$ cat src/rtl/jtag_debug_pkg.sv
`default_nettype none

package jtag_debug_pkg;

	// Instruction register
	localparam int IR_WIDTH = 4;
	localparam logic [IR_WIDTH-1:0] INSTR_IDCODE     = 4'd1;
	localparam logic [IR_WIDTH-1:0] INSTR_REG_ACCESS = 4'd8;
	localparam logic [IR_WIDTH-1:0] INSTR_BYPASS     = 4'd15;

	// Access word, from TDO end: data, address, write flag
	localparam int ADDR_WIDTH   = 6;
	localparam int DATA_WIDTH   = 32;
	localparam int ACCESS_WIDTH = 1 + ADDR_WIDTH + DATA_WIDTH;

	// Status addresses above the configuration words
	localparam logic [ADDR_WIDTH-1:0] ADDR_COUNT  = 6'd8;
	localparam logic [ADDR_WIDTH-1:0] ADDR_STATUS = 6'd9;

	typedef enum logic [3:0] {
		TEST_LOGIC_RESET,
		RUN_TEST_IDLE,
		SELECT_DR_SCAN,
		CAPTURE_DR,
		SHIFT_DR,
		EXIT1_DR,
		PAUSE_DR,
		EXIT2_DR,
		UPDATE_DR,
		SELECT_IR_SCAN,
		CAPTURE_IR,
		SHIFT_IR,
		EXIT1_IR,
		PAUSE_IR,
		EXIT2_IR,
		UPDATE_IR
	} tap_state_t;

	typedef logic [DATA_WIDTH-1:0] cfg_word_t;

endpackage

`default_nettype wire

$ cat src/rtl/debug_reg_file.sv
`timescale 1ns/1ps
`default_nettype none

module debug_reg_file import jtag_debug_pkg::*; #(
	parameter int CFG_REGS    = 4,
	parameter int COUNT_WIDTH = 16
) (
	input  wire logic                   clk,
	input  wire logic                   rst_i,
	input  wire logic                   reg_update_i,
	input  wire logic                   reg_write_i,
	input  wire logic [ADDR_WIDTH-1:0]  reg_addr_i,
	input  wire logic [DATA_WIDTH-1:0]  reg_wdata_i,
	input  wire logic [COUNT_WIDTH-1:0] count_i,
	input  wire logic [DATA_WIDTH-1:0]  status_i,
	output logic [DATA_WIDTH-1:0]       rd_data_o,
	output cfg_word_t                   cfg_o [CFG_REGS],
	output logic                        count_clear_o
);
	logic [ADDR_WIDTH-1:0] rd_addr;

	always_ff @(posedge clk) begin
		if (rst_i) begin
			for (int i = 0; i < CFG_REGS; i++) begin
				cfg_o[i] <= '0;
			end
			rd_addr <= '0;
			count_clear_o <= 1'b0;
		end else begin
			count_clear_o <= 1'b0;
			if (reg_update_i) begin
				rd_addr <= reg_addr_i;
				if (reg_write_i) begin
					for (int i = 0; i < CFG_REGS; i++) begin
						if (reg_addr_i == ADDR_WIDTH'(i)) begin
							cfg_o[i] <= reg_wdata_i;
						end
					end
					// Word 0 bit 1 is a clear command, never held
					if (reg_addr_i == '0) begin
						cfg_o[0][1] <= 1'b0;
						count_clear_o <= reg_wdata_i[1];
					end
				end
			end
		end
	end

	always_comb begin
		rd_data_o = '0;
		if (rd_addr == ADDR_COUNT) begin
			rd_data_o = DATA_WIDTH'(count_i);
		end else if (rd_addr == ADDR_STATUS) begin
			rd_data_o = status_i;
		end
		for (int i = 0; i < CFG_REGS; i++) begin
			if (rd_addr == ADDR_WIDTH'(i)) begin
				rd_data_o = cfg_o[i];
			end
		end
	end

endmodule

`default_nettype wire

$ cat src/rtl/event_counter.sv
`timescale 1ns/1ps
`default_nettype none

module event_counter #(
	parameter int COUNT_WIDTH = 16
) (
	input  wire logic          clk,
	input  wire logic          rst_i,
	input  wire logic          enable_i,
	input  wire logic          clear_i,
	input  wire logic          event_i,
	output logic [COUNT_WIDTH-1:0] count_o
);
	logic saturated;

	assign saturated = &count_o;

	// Clear wins over a same-cycle event
	always_ff @(posedge clk) begin
		if (rst_i) begin
			count_o <= '0;
		end else if (clear_i) begin
			count_o <= '0;
		end else if (enable_i && event_i && !saturated) begin
			count_o <= count_o + 1'b1;
		end
	end

endmodule

`default_nettype wire

$ cat src/rtl/jtag_data_path.sv
`timescale 1ns/1ps
`default_nettype none

module jtag_data_path import jtag_debug_pkg::*; #(
	parameter logic [31:0] IDCODE_VALUE = 32'h1a5c_e0b3
) (
	input  wire logic                  clk,
	input  wire logic                  rst_i,
	input  wire logic                  tdi_i,
	input  wire logic                  tck_fall_i,
	input  wire logic                  test_reset_i,
	input  wire logic                  capture_dr_i,
	input  wire logic                  shift_dr_i,
	input  wire logic                  update_dr_i,
	input  wire logic                  capture_ir_i,
	input  wire logic                  shift_ir_i,
	input  wire logic                  update_ir_i,
	input  wire logic [DATA_WIDTH-1:0] rd_data_i,
	output logic                       tdo_o,
	output logic                       reg_update_o,
	output logic                       reg_write_o,
	output logic [ADDR_WIDTH-1:0]      reg_addr_o,
	output logic [DATA_WIDTH-1:0]      reg_wdata_o
);
	logic [IR_WIDTH-1:0]     ir_shift;
	logic [IR_WIDTH-1:0]     ir_hold;
	logic                    ir_scan;
	logic [31:0]             idcode_sr;
	logic                    bypass_sr;
	logic [ACCESS_WIDTH-1:0] access_sr;
	logic                    sel_idcode;
	logic                    sel_access;
	logic                    dr_bit;

	assign sel_idcode = (ir_hold == INSTR_IDCODE);
	assign sel_access = (ir_hold == INSTR_REG_ACCESS);

	// Unlisted codes fall through to BYPASS
	always_comb begin
		case (ir_hold)
			INSTR_IDCODE:     dr_bit = idcode_sr[0];
			INSTR_REG_ACCESS: dr_bit = access_sr[0];
			default:          dr_bit = bypass_sr;
		endcase
	end

	always_ff @(posedge clk) begin
		if (rst_i) begin
			ir_hold <= INSTR_IDCODE;
			ir_scan <= 1'b0;
			reg_update_o <= 1'b0;
			reg_addr_o <= '0;
			tdo_o <= 1'b0;
		end else begin
			reg_update_o <= 1'b0;
			if (test_reset_i) begin
				ir_hold <= INSTR_IDCODE;
				ir_scan <= 1'b0;
			end else if (update_ir_i) begin
				ir_hold <= ir_shift;
				ir_scan <= 1'b0;
			end else if (capture_ir_i) begin
				ir_scan <= 1'b1;
			end
			if (update_dr_i && sel_access) begin
				reg_update_o <= 1'b1;
				reg_addr_o <= access_sr[DATA_WIDTH +: ADDR_WIDTH];
			end
			if (tck_fall_i) begin
				tdo_o <= ir_scan ? ir_shift[0] : dr_bit;
			end
		end
	end

	always_ff @(posedge clk) begin
		if (capture_ir_i) begin
			ir_shift <= IR_WIDTH'(1);
		end else if (shift_ir_i) begin
			ir_shift <= {tdi_i, ir_shift[IR_WIDTH-1:1]};
		end

		// Read-back word carries the last address with the write flag clear
		if (capture_dr_i) begin
			idcode_sr <= IDCODE_VALUE;
			bypass_sr <= 1'b0;
			access_sr <= {1'b0, reg_addr_o, rd_data_i};
		end else if (shift_dr_i) begin
			if (sel_idcode) begin
				idcode_sr <= {tdi_i, idcode_sr[31:1]};
			end else if (sel_access) begin
				access_sr <= {tdi_i, access_sr[ACCESS_WIDTH-1:1]};
			end else begin
				bypass_sr <= tdi_i;
			end
		end

		if (update_dr_i && sel_access) begin
			reg_write_o <= access_sr[ACCESS_WIDTH-1];
			reg_wdata_o <= access_sr[DATA_WIDTH-1:0];
		end
	end

endmodule

`default_nettype wire

$ cat src/rtl/jtag_debug_top.sv
`timescale 1ns/1ps
`default_nettype none

module jtag_debug_top import jtag_debug_pkg::*; #(
	parameter int          CFG_REGS     = 4,
	parameter int          COUNT_WIDTH  = 16,
	parameter logic [31:0] IDCODE_VALUE = 32'h1a5c_e0b3
) (
	input  wire logic                  clk,
	input  wire logic                  rst_i,
	input  wire logic                  tck_i,
	input  wire logic                  tms_i,
	input  wire logic                  tdi_i,
	input  wire logic                  trst_n_i,
	input  wire logic                  event_i,
	input  wire logic [DATA_WIDTH-1:0] status_i,
	output logic                       tdo_o,
	output cfg_word_t                  cfg_o [CFG_REGS]
);
	logic                   tdi_sync;
	logic                   tck_fall;
	logic                   test_reset;
	logic                   capture_dr;
	logic                   shift_dr;
	logic                   update_dr;
	logic                   capture_ir;
	logic                   shift_ir;
	logic                   update_ir;
	logic                   reg_update;
	logic                   reg_write;
	logic [ADDR_WIDTH-1:0]  reg_addr;
	logic [DATA_WIDTH-1:0]  reg_wdata;
	logic [DATA_WIDTH-1:0]  rd_data;
	logic                   count_clear;
	logic [COUNT_WIDTH-1:0] count;

	tap_controller u_tap (
		.clk          (clk),
		.rst_i        (rst_i),
		.tck_i        (tck_i),
		.tms_i        (tms_i),
		.tdi_i        (tdi_i),
		.trst_n_i     (trst_n_i),
		.tdi_o        (tdi_sync),
		.tck_fall_o   (tck_fall),
		.test_reset_o (test_reset),
		.capture_dr_o (capture_dr),
		.shift_dr_o   (shift_dr),
		.update_dr_o  (update_dr),
		.capture_ir_o (capture_ir),
		.shift_ir_o   (shift_ir),
		.update_ir_o  (update_ir)
	);

	jtag_data_path #(
		.IDCODE_VALUE (IDCODE_VALUE)
	) u_data_path (
		.clk          (clk),
		.rst_i        (rst_i),
		.tdi_i        (tdi_sync),
		.tck_fall_i   (tck_fall),
		.test_reset_i (test_reset),
		.capture_dr_i (capture_dr),
		.shift_dr_i   (shift_dr),
		.update_dr_i  (update_dr),
		.capture_ir_i (capture_ir),
		.shift_ir_i   (shift_ir),
		.update_ir_i  (update_ir),
		.rd_data_i    (rd_data),
		.tdo_o        (tdo_o),
		.reg_update_o (reg_update),
		.reg_write_o  (reg_write),
		.reg_addr_o   (reg_addr),
		.reg_wdata_o  (reg_wdata)
	);

	debug_reg_file #(
		.CFG_REGS    (CFG_REGS),
		.COUNT_WIDTH (COUNT_WIDTH)
	) u_reg_file (
		.clk           (clk),
		.rst_i         (rst_i),
		.reg_update_i  (reg_update),
		.reg_write_i   (reg_write),
		.reg_addr_i    (reg_addr),
		.reg_wdata_i   (reg_wdata),
		.count_i       (count),
		.status_i      (status_i),
		.rd_data_o     (rd_data),
		.cfg_o         (cfg_o),
		.count_clear_o (count_clear)
	);

	// Counter enable is word 0 bit 0
	event_counter #(
		.COUNT_WIDTH (COUNT_WIDTH)
	) u_counter (
		.clk      (clk),
		.rst_i    (rst_i),
		.enable_i (cfg_o[0][0]),
		.clear_i  (count_clear),
		.event_i  (event_i),
		.count_o  (count)
	);

endmodule

`default_nettype wire

$ cat src/rtl/tap_controller.sv
`timescale 1ns/1ps
`default_nettype none

module tap_controller import jtag_debug_pkg::*; (
	input  wire logic clk,
	input  wire logic rst_i,
	input  wire logic tck_i,
	input  wire logic tms_i,
	input  wire logic tdi_i,
	input  wire logic trst_n_i,
	output logic      tdi_o,
	output logic      tck_fall_o,
	output logic      test_reset_o,
	output logic      capture_dr_o,
	output logic      shift_dr_o,
	output logic      update_dr_o,
	output logic      capture_ir_o,
	output logic      shift_ir_o,
	output logic      update_ir_o
);
	logic [1:0] tck_sync;
	logic [1:0] tms_sync;
	logic [1:0] tdi_sync;
	logic [1:0] trst_n_sync;
	logic       tck_prev;
	logic       tck_rise;
	logic       tck_fall;
	tap_state_t state;
	tap_state_t state_next;

	// Pins are plain data on clk
	always_ff @(posedge clk) begin
		if (rst_i) begin
			tck_sync <= '0;
			tms_sync <= '1;
			tdi_sync <= '0;
			trst_n_sync <= '0;
			tck_prev <= 1'b0;
			tck_fall_o <= 1'b0;
		end else begin
			tck_sync <= {tck_sync[0], tck_i};
			tms_sync <= {tms_sync[0], tms_i};
			tdi_sync <= {tdi_sync[0], tdi_i};
			trst_n_sync <= {trst_n_sync[0], trst_n_i};
			tck_prev <= tck_sync[1];
			tck_fall_o <= tck_fall;
		end
	end

	// Keeps TDI in step with the registered strobes
	always_ff @(posedge clk) begin
		tdi_o <= tdi_sync[1];
	end

	assign tck_rise = tck_sync[1] & ~tck_prev;
	assign tck_fall = ~tck_sync[1] & tck_prev;

	always_comb begin
		state_next = state;
		case (state)
			TEST_LOGIC_RESET: state_next = tms_sync[1] ? TEST_LOGIC_RESET : RUN_TEST_IDLE;
			RUN_TEST_IDLE:    state_next = tms_sync[1] ? SELECT_DR_SCAN : RUN_TEST_IDLE;
			SELECT_DR_SCAN:   state_next = tms_sync[1] ? SELECT_IR_SCAN : CAPTURE_DR;
			CAPTURE_DR:       state_next = tms_sync[1] ? EXIT1_DR : SHIFT_DR;
			SHIFT_DR:         state_next = tms_sync[1] ? EXIT1_DR : SHIFT_DR;
			EXIT1_DR:         state_next = tms_sync[1] ? UPDATE_DR : PAUSE_DR;
			PAUSE_DR:         state_next = tms_sync[1] ? EXIT2_DR : PAUSE_DR;
			EXIT2_DR:         state_next = tms_sync[1] ? UPDATE_DR : SHIFT_DR;
			UPDATE_DR:        state_next = tms_sync[1] ? SELECT_DR_SCAN : RUN_TEST_IDLE;
			SELECT_IR_SCAN:   state_next = tms_sync[1] ? TEST_LOGIC_RESET : CAPTURE_IR;
			CAPTURE_IR:       state_next = tms_sync[1] ? EXIT1_IR : SHIFT_IR;
			SHIFT_IR:         state_next = tms_sync[1] ? EXIT1_IR : SHIFT_IR;
			EXIT1_IR:         state_next = tms_sync[1] ? UPDATE_IR : PAUSE_IR;
			PAUSE_IR:         state_next = tms_sync[1] ? EXIT2_IR : PAUSE_IR;
			EXIT2_IR:         state_next = tms_sync[1] ? UPDATE_IR : SHIFT_IR;
			UPDATE_IR:        state_next = tms_sync[1] ? SELECT_DR_SCAN : RUN_TEST_IDLE;
			default:          state_next = TEST_LOGIC_RESET;
		endcase
	end

	// Strobe named after the state being left on a TCK rise
	always_ff @(posedge clk) begin
		if (rst_i || !trst_n_sync[1]) begin
			state <= TEST_LOGIC_RESET;
			capture_dr_o <= 1'b0;
			shift_dr_o <= 1'b0;
			update_dr_o <= 1'b0;
			capture_ir_o <= 1'b0;
			shift_ir_o <= 1'b0;
			update_ir_o <= 1'b0;
		end else begin
			capture_dr_o <= tck_rise && (state == CAPTURE_DR);
			shift_dr_o <= tck_rise && (state == SHIFT_DR);
			update_dr_o <= tck_rise && (state == UPDATE_DR);
			capture_ir_o <= tck_rise && (state == CAPTURE_IR);
			shift_ir_o <= tck_rise && (state == SHIFT_IR);
			update_ir_o <= tck_rise && (state == UPDATE_IR);
			if (tck_rise) begin
				state <= state_next;
			end
		end
	end

	assign test_reset_o = (state == TEST_LOGIC_RESET);

endmodule

`default_nettype wire

$ cat config.mk
export PLATFORM = sky130hd
export DESIGN_NAME = jtag_debug_top
export DESIGN_NICKNAME = d
export VERILOG_FILES = /design/src/rtl/jtag_debug_pkg.sv /design/src/rtl/debug_reg_file.sv /design/src/rtl/event_counter.sv /design/src/rtl/jtag_data_path.sv /design/src/rtl/jtag_debug_top.sv /design/src/rtl/tap_controller.sv
export SDC_FILE = /design/constraint.sdc
export NUM_CORES = 1
export LEC_CHECK = 0
export BUFFER_PORTS_ARGS = -buffer_cell sky130_fd_sc_hd__buf_2
export CAP_MARGIN = 5
export CORE_AREA = 2 2 175 177
export CTS_CLUSTER_DIAMETER = 50
export DETAILED_ROUTE_END_ITERATION = 8
export DIE_AREA = 0 0 177 179
export SETUP_SLACK_MARGIN = 0.3
export SYNTH_ARGS = -nofsm -noshare
export SYNTH_HDL_FRONTEND = slang
export SYNTH_SLANG_ARGS = --single-unit
$ cat constraint.sdc
create_clock -name clk -period 3.8 [get_ports clk]
set_input_delay 0.19 -clock clk [delete_from_list [all_inputs] [get_ports clk]]
set_output_delay 0.19 -clock clk [all_outputs]
set_load 0.01 [all_outputs]
==> flow_metrics.env <==
export IMPL_drc=0
export IMPL_cp_arrival_ns=3.06
export IMPL_ys_top_cells_by_area="dfxtp_1, edfxtp_1, nand2_1"
export IMPL_ant_nets=0
export IMPL_crit_family="simple AND/OR/NAND/NOR gates"
export IMPL_clk_latency_ns=0.51
export IMPL_ys_types=65
export IMPL_max_vdd_ir_drop_uv=423
export IMPL_p_int_w=0.00538
export IMPL_crit_required_ns=4.10
export IMPL_combPwrFrac_pct=1.0
export IMPL_core_mm2=0.0300
export IMPL_place_inst=1840
export IMPL_vias_per_cell=5.51
export IMPL_fin_crit_sh_pct=72.6
export IMPL_path_max_fanout=14
export IMPL_avgSynthCellArea_um2=9.05
export IMPL_cts_max_level=2
export IMPL_clock_fmax_mhz=362
export IMPL_fin_nets=1526
export IMPL_cellLeakagePower_nw=5.28
export IMPL_io_buffers=166
export IMPL_first_iter_violations=816
export IMPL_syn_cell_area_mm2=0.0123
export IMPL_ys_warn_count=0
export IMPL_hold_path_class="input pin to flip-flop"
export IMPL_switching_share_pct=20.4
export IMPL_drt_wl_total_um=37000
export IMPL_yosys_area_top_type="dfxtp_1"
export IMPL_cp_start_kind="flip-flop"
export IMPL_dr_total_vias=10516
export IMPL_clock_skew_ns=0.0198
export IMPL_ys_flop_type="dfxtp_1"
export IMPL_first_pass_iters=5
export IMPL_drive_gt1_share_pct=19.9
export IMPL_pwr_share_clk_pct=51.9
export IMPL_slew_headroom_pct=25.2
export IMPL_ctsResizeCount=0
export IMPL_setup_tns_ns=0
export IMPL_clockBufferDepth=3
export IMPL_setup_viol_count_final=0
export IMPL_start_util_pct=40.9
export IMPL_postCtsSetupBuffers=0
export IMPL_dp_hpwl_um=24300
export IMPL_cts_clk_slew_worst_paths_ns=0.06
export IMPL_power_density_mw_per_mm2=462
export IMPL_dieArea_mm2=0.0317
export IMPL_clock_sinks=293
export IMPL_grt_start_max_net_pins=76
export IMPL_ys_seq_area_share_pct=53.5
export IMPL_first_global_vias=9964
export IMPL_critPathKind="flip-flop to flip-flop"
export IMPL_mostFrequentLayoutCell="nand2_1"
export IMPL_holdPathStages=3
export IMPL_timing_hold_ws_ns=0.0421
export IMPL_rr_worst_depth=5
export IMPL_worstPathCellList="or2_2 > nor3_2 > buf_4 > a32oi_1 > a31oi_1"
export IMPL_track_usage_pct=23.0
export IMPL_hold_viol_final=0
export IMPL_synth_top_area_share_pct=36.2
export IMPL_stdcell_count=1907
export IMPL_slowest_stage="nor3_2"
export IMPL_p_seq_share_pct=47.1
export IMPL_min_period_ns=2.76
export IMPL_final_max_slew_viol_count=0
export IMPL_final_cell_mix="nand2_1, dfxtp_1, a21oi_1"
export IMPL_regArea_mm2=0.00658
export IMPL_crit_path_end_kind="flip-flop"
export IMPL_wire_per_inst_um=19.4
export IMPL_chipWidth_um=177
export IMPL_p_switching_w=0.00138
export IMPL_outcome="finished, final reports clean"
export IMPL_multi_input_area_mm2=0.00523
export IMPL_tightestPinTransition_ns=1.12
export IMPL_die_y_um=179
export IMPL_io_pins=168
export IMPL_preCtsSetupSlack_ns=1.11
export IMPL_synth_edf_count=71
export IMPL_root_buffer="clkbuf_16"
export IMPL_syn2layout_area_growth_pct=19.2
export IMPL_fillers=2825
export IMPL_antenna_found_initial=0
export IMPL_drv_cap=0
export IMPL_synth_async_sr_flop_share_pct=0
export IMPL_ys_ff_latch=293
export IMPL_syn_num_nets=1398
export IMPL_fp_row_count=64
export IMPL_gp_congestion=0.847
export IMPL_grt_pass1_wl_um=56700
export IMPL_diodes=0
export IMPL_timing_final_ws_setup_ns=1.04
export IMPL_post_route_util_pct=48.8
export IMPL_overflow=0
export IMPL_cts_tree="yes"
export IMPL_critPathMaxStageDelay_ns=0.77
export IMPL_numCtsBuffers=36
export IMPL_synthCells=1358
export IMPL_path_depth=5
export IMPL_rsz0062_at_grt="false"
export IMPL_cp_buffers_inverters=1
worst paths after layout:
path                         start                  endpoint  slack (ns)
max          u_reg_file.rd_addr[1]  u_data_path.access_sr[1]        1.04
max reg2reg  u_reg_file.rd_addr[1]  u_data_path.access_sr[1]        1.04
min                        event_i     u_counter.count_o[12]        0.04
min reg2reg      u_tap.tdi_sync[1]               u_tap.tdi_o        0.33
final cells by class:
cell class / count / share of cell area [%]
Clock buffer: 50 / 7.00
Clock inverter: 13 / 1.37
Inverter: 7 / 0.179
Multi-Input combinational cell: 952 / 35.7
Sequential cell: 293 / 45.0
Tap cell: 396 / 3.38
Timing Repair Buffer: 196 / 7.38
layer usage:
metal | wire (µm) | up-vias | GRT usage, %
met2 | 17500 | 381 | 37.8
met1 | 15900 | 5017 | 30.5
met3 | 2530 | 65 | 4.39
met4 | 996 | 0 | 7.20
met5 | 0 | - | 0
li1 | - | 5053 | -
metrics by stage:
stage | instance area (µm²) | total power, W
3_5_place_dp | 13400 | 0.00332
3_3_place_gp | 13400 | 0.00332
2_1_floorplan | 12300 | 0.00329
4_1_cts | 14600 | 0.00682
6_report | 14600 | 0.00676
5_1_grt | 14600 | 0.00697
cell families after synthesis:
family	synth area share, %
other	0.0305
adders and majority gates	0.102
AOI/OAI and AO/OA	15.2
DFF	53.5
buffers and inverters	4.29
muxes	6.18
and+or+nand+nor	20.5
xor gates and xnor gates	0.214
cell usage after synthesis, drive strengths merged (3+ instances only):
library cell,n
a31oi,18
inv,7
nand3,22
mux2i,41
o21ai,31
o41ai,4
or4b,3
edfxtp,71
and2,3
o22ai,32
a32oi,4
nor4,4
buf,40
o211ai,3
a22oi,10
or2,13
nand2b,7
nor2b,13
a2bb2oi,3
a21oi,186
mux2,7
nand2,366
dfxtp,222
nor3,26
or3,11
nor2,59
nand4,11
nor4b,5
and4,3
o31ai,11
mux4,12
clkbuf,66
nor3b,3
or4,7
worst register-to-register path: cells and delay by family, from the launching register on:
family                 cells  cell delay (ns)
AOI/OAI and AO/OA          2             0.38
buffers and inverters      1             0.36
DFF                        1             0.51
and+or+nand+nor            2             1.31
registers in the layout, summed over array words and instances (netlist names), 2 cells and up:
signal,count
u_tap.state,4
u_data_path.access_sr,39
u_data_path.ir_shift,4
u_tap.tms_sync,2
u_data_path.idcode_sr,32
u_tap.tdi_sync,2
u_tap.tck_sync,2
u_data_path.reg_addr_o,6
u_reg_file.cfg_o,127
u_data_path.ir_hold,4
u_counter.count_o,16
u_tap.trst_n_sync,2
u_data_path.reg_wdata_o,32
u_reg_file.rd_addr,6
power by group through the flow:
stage | Combinational (W) | Sequential [W] | Clock [W]
2_1_floorplan | 0.0000356 | 0.00325 | 0
3_3_place_gp | 0.0000668 | 0.00325 | 0
3_5_place_dp | 0.0000668 | 0.00325 | 0
4_1_cts | 0.0000701 | 0.00318 | 0.00357
5_1_grt | 0.0000757 | 0.00318 | 0.00371
6_report | 0.0000705 | 0.00318 | 0.00351
repair_timing:
action                     CTS  global route
hold endpoints to repair     4             0
setup endpoints to repair    0             0
hold buffers                 4             0
Note: power is estimated with default switching activity, not from simulation.
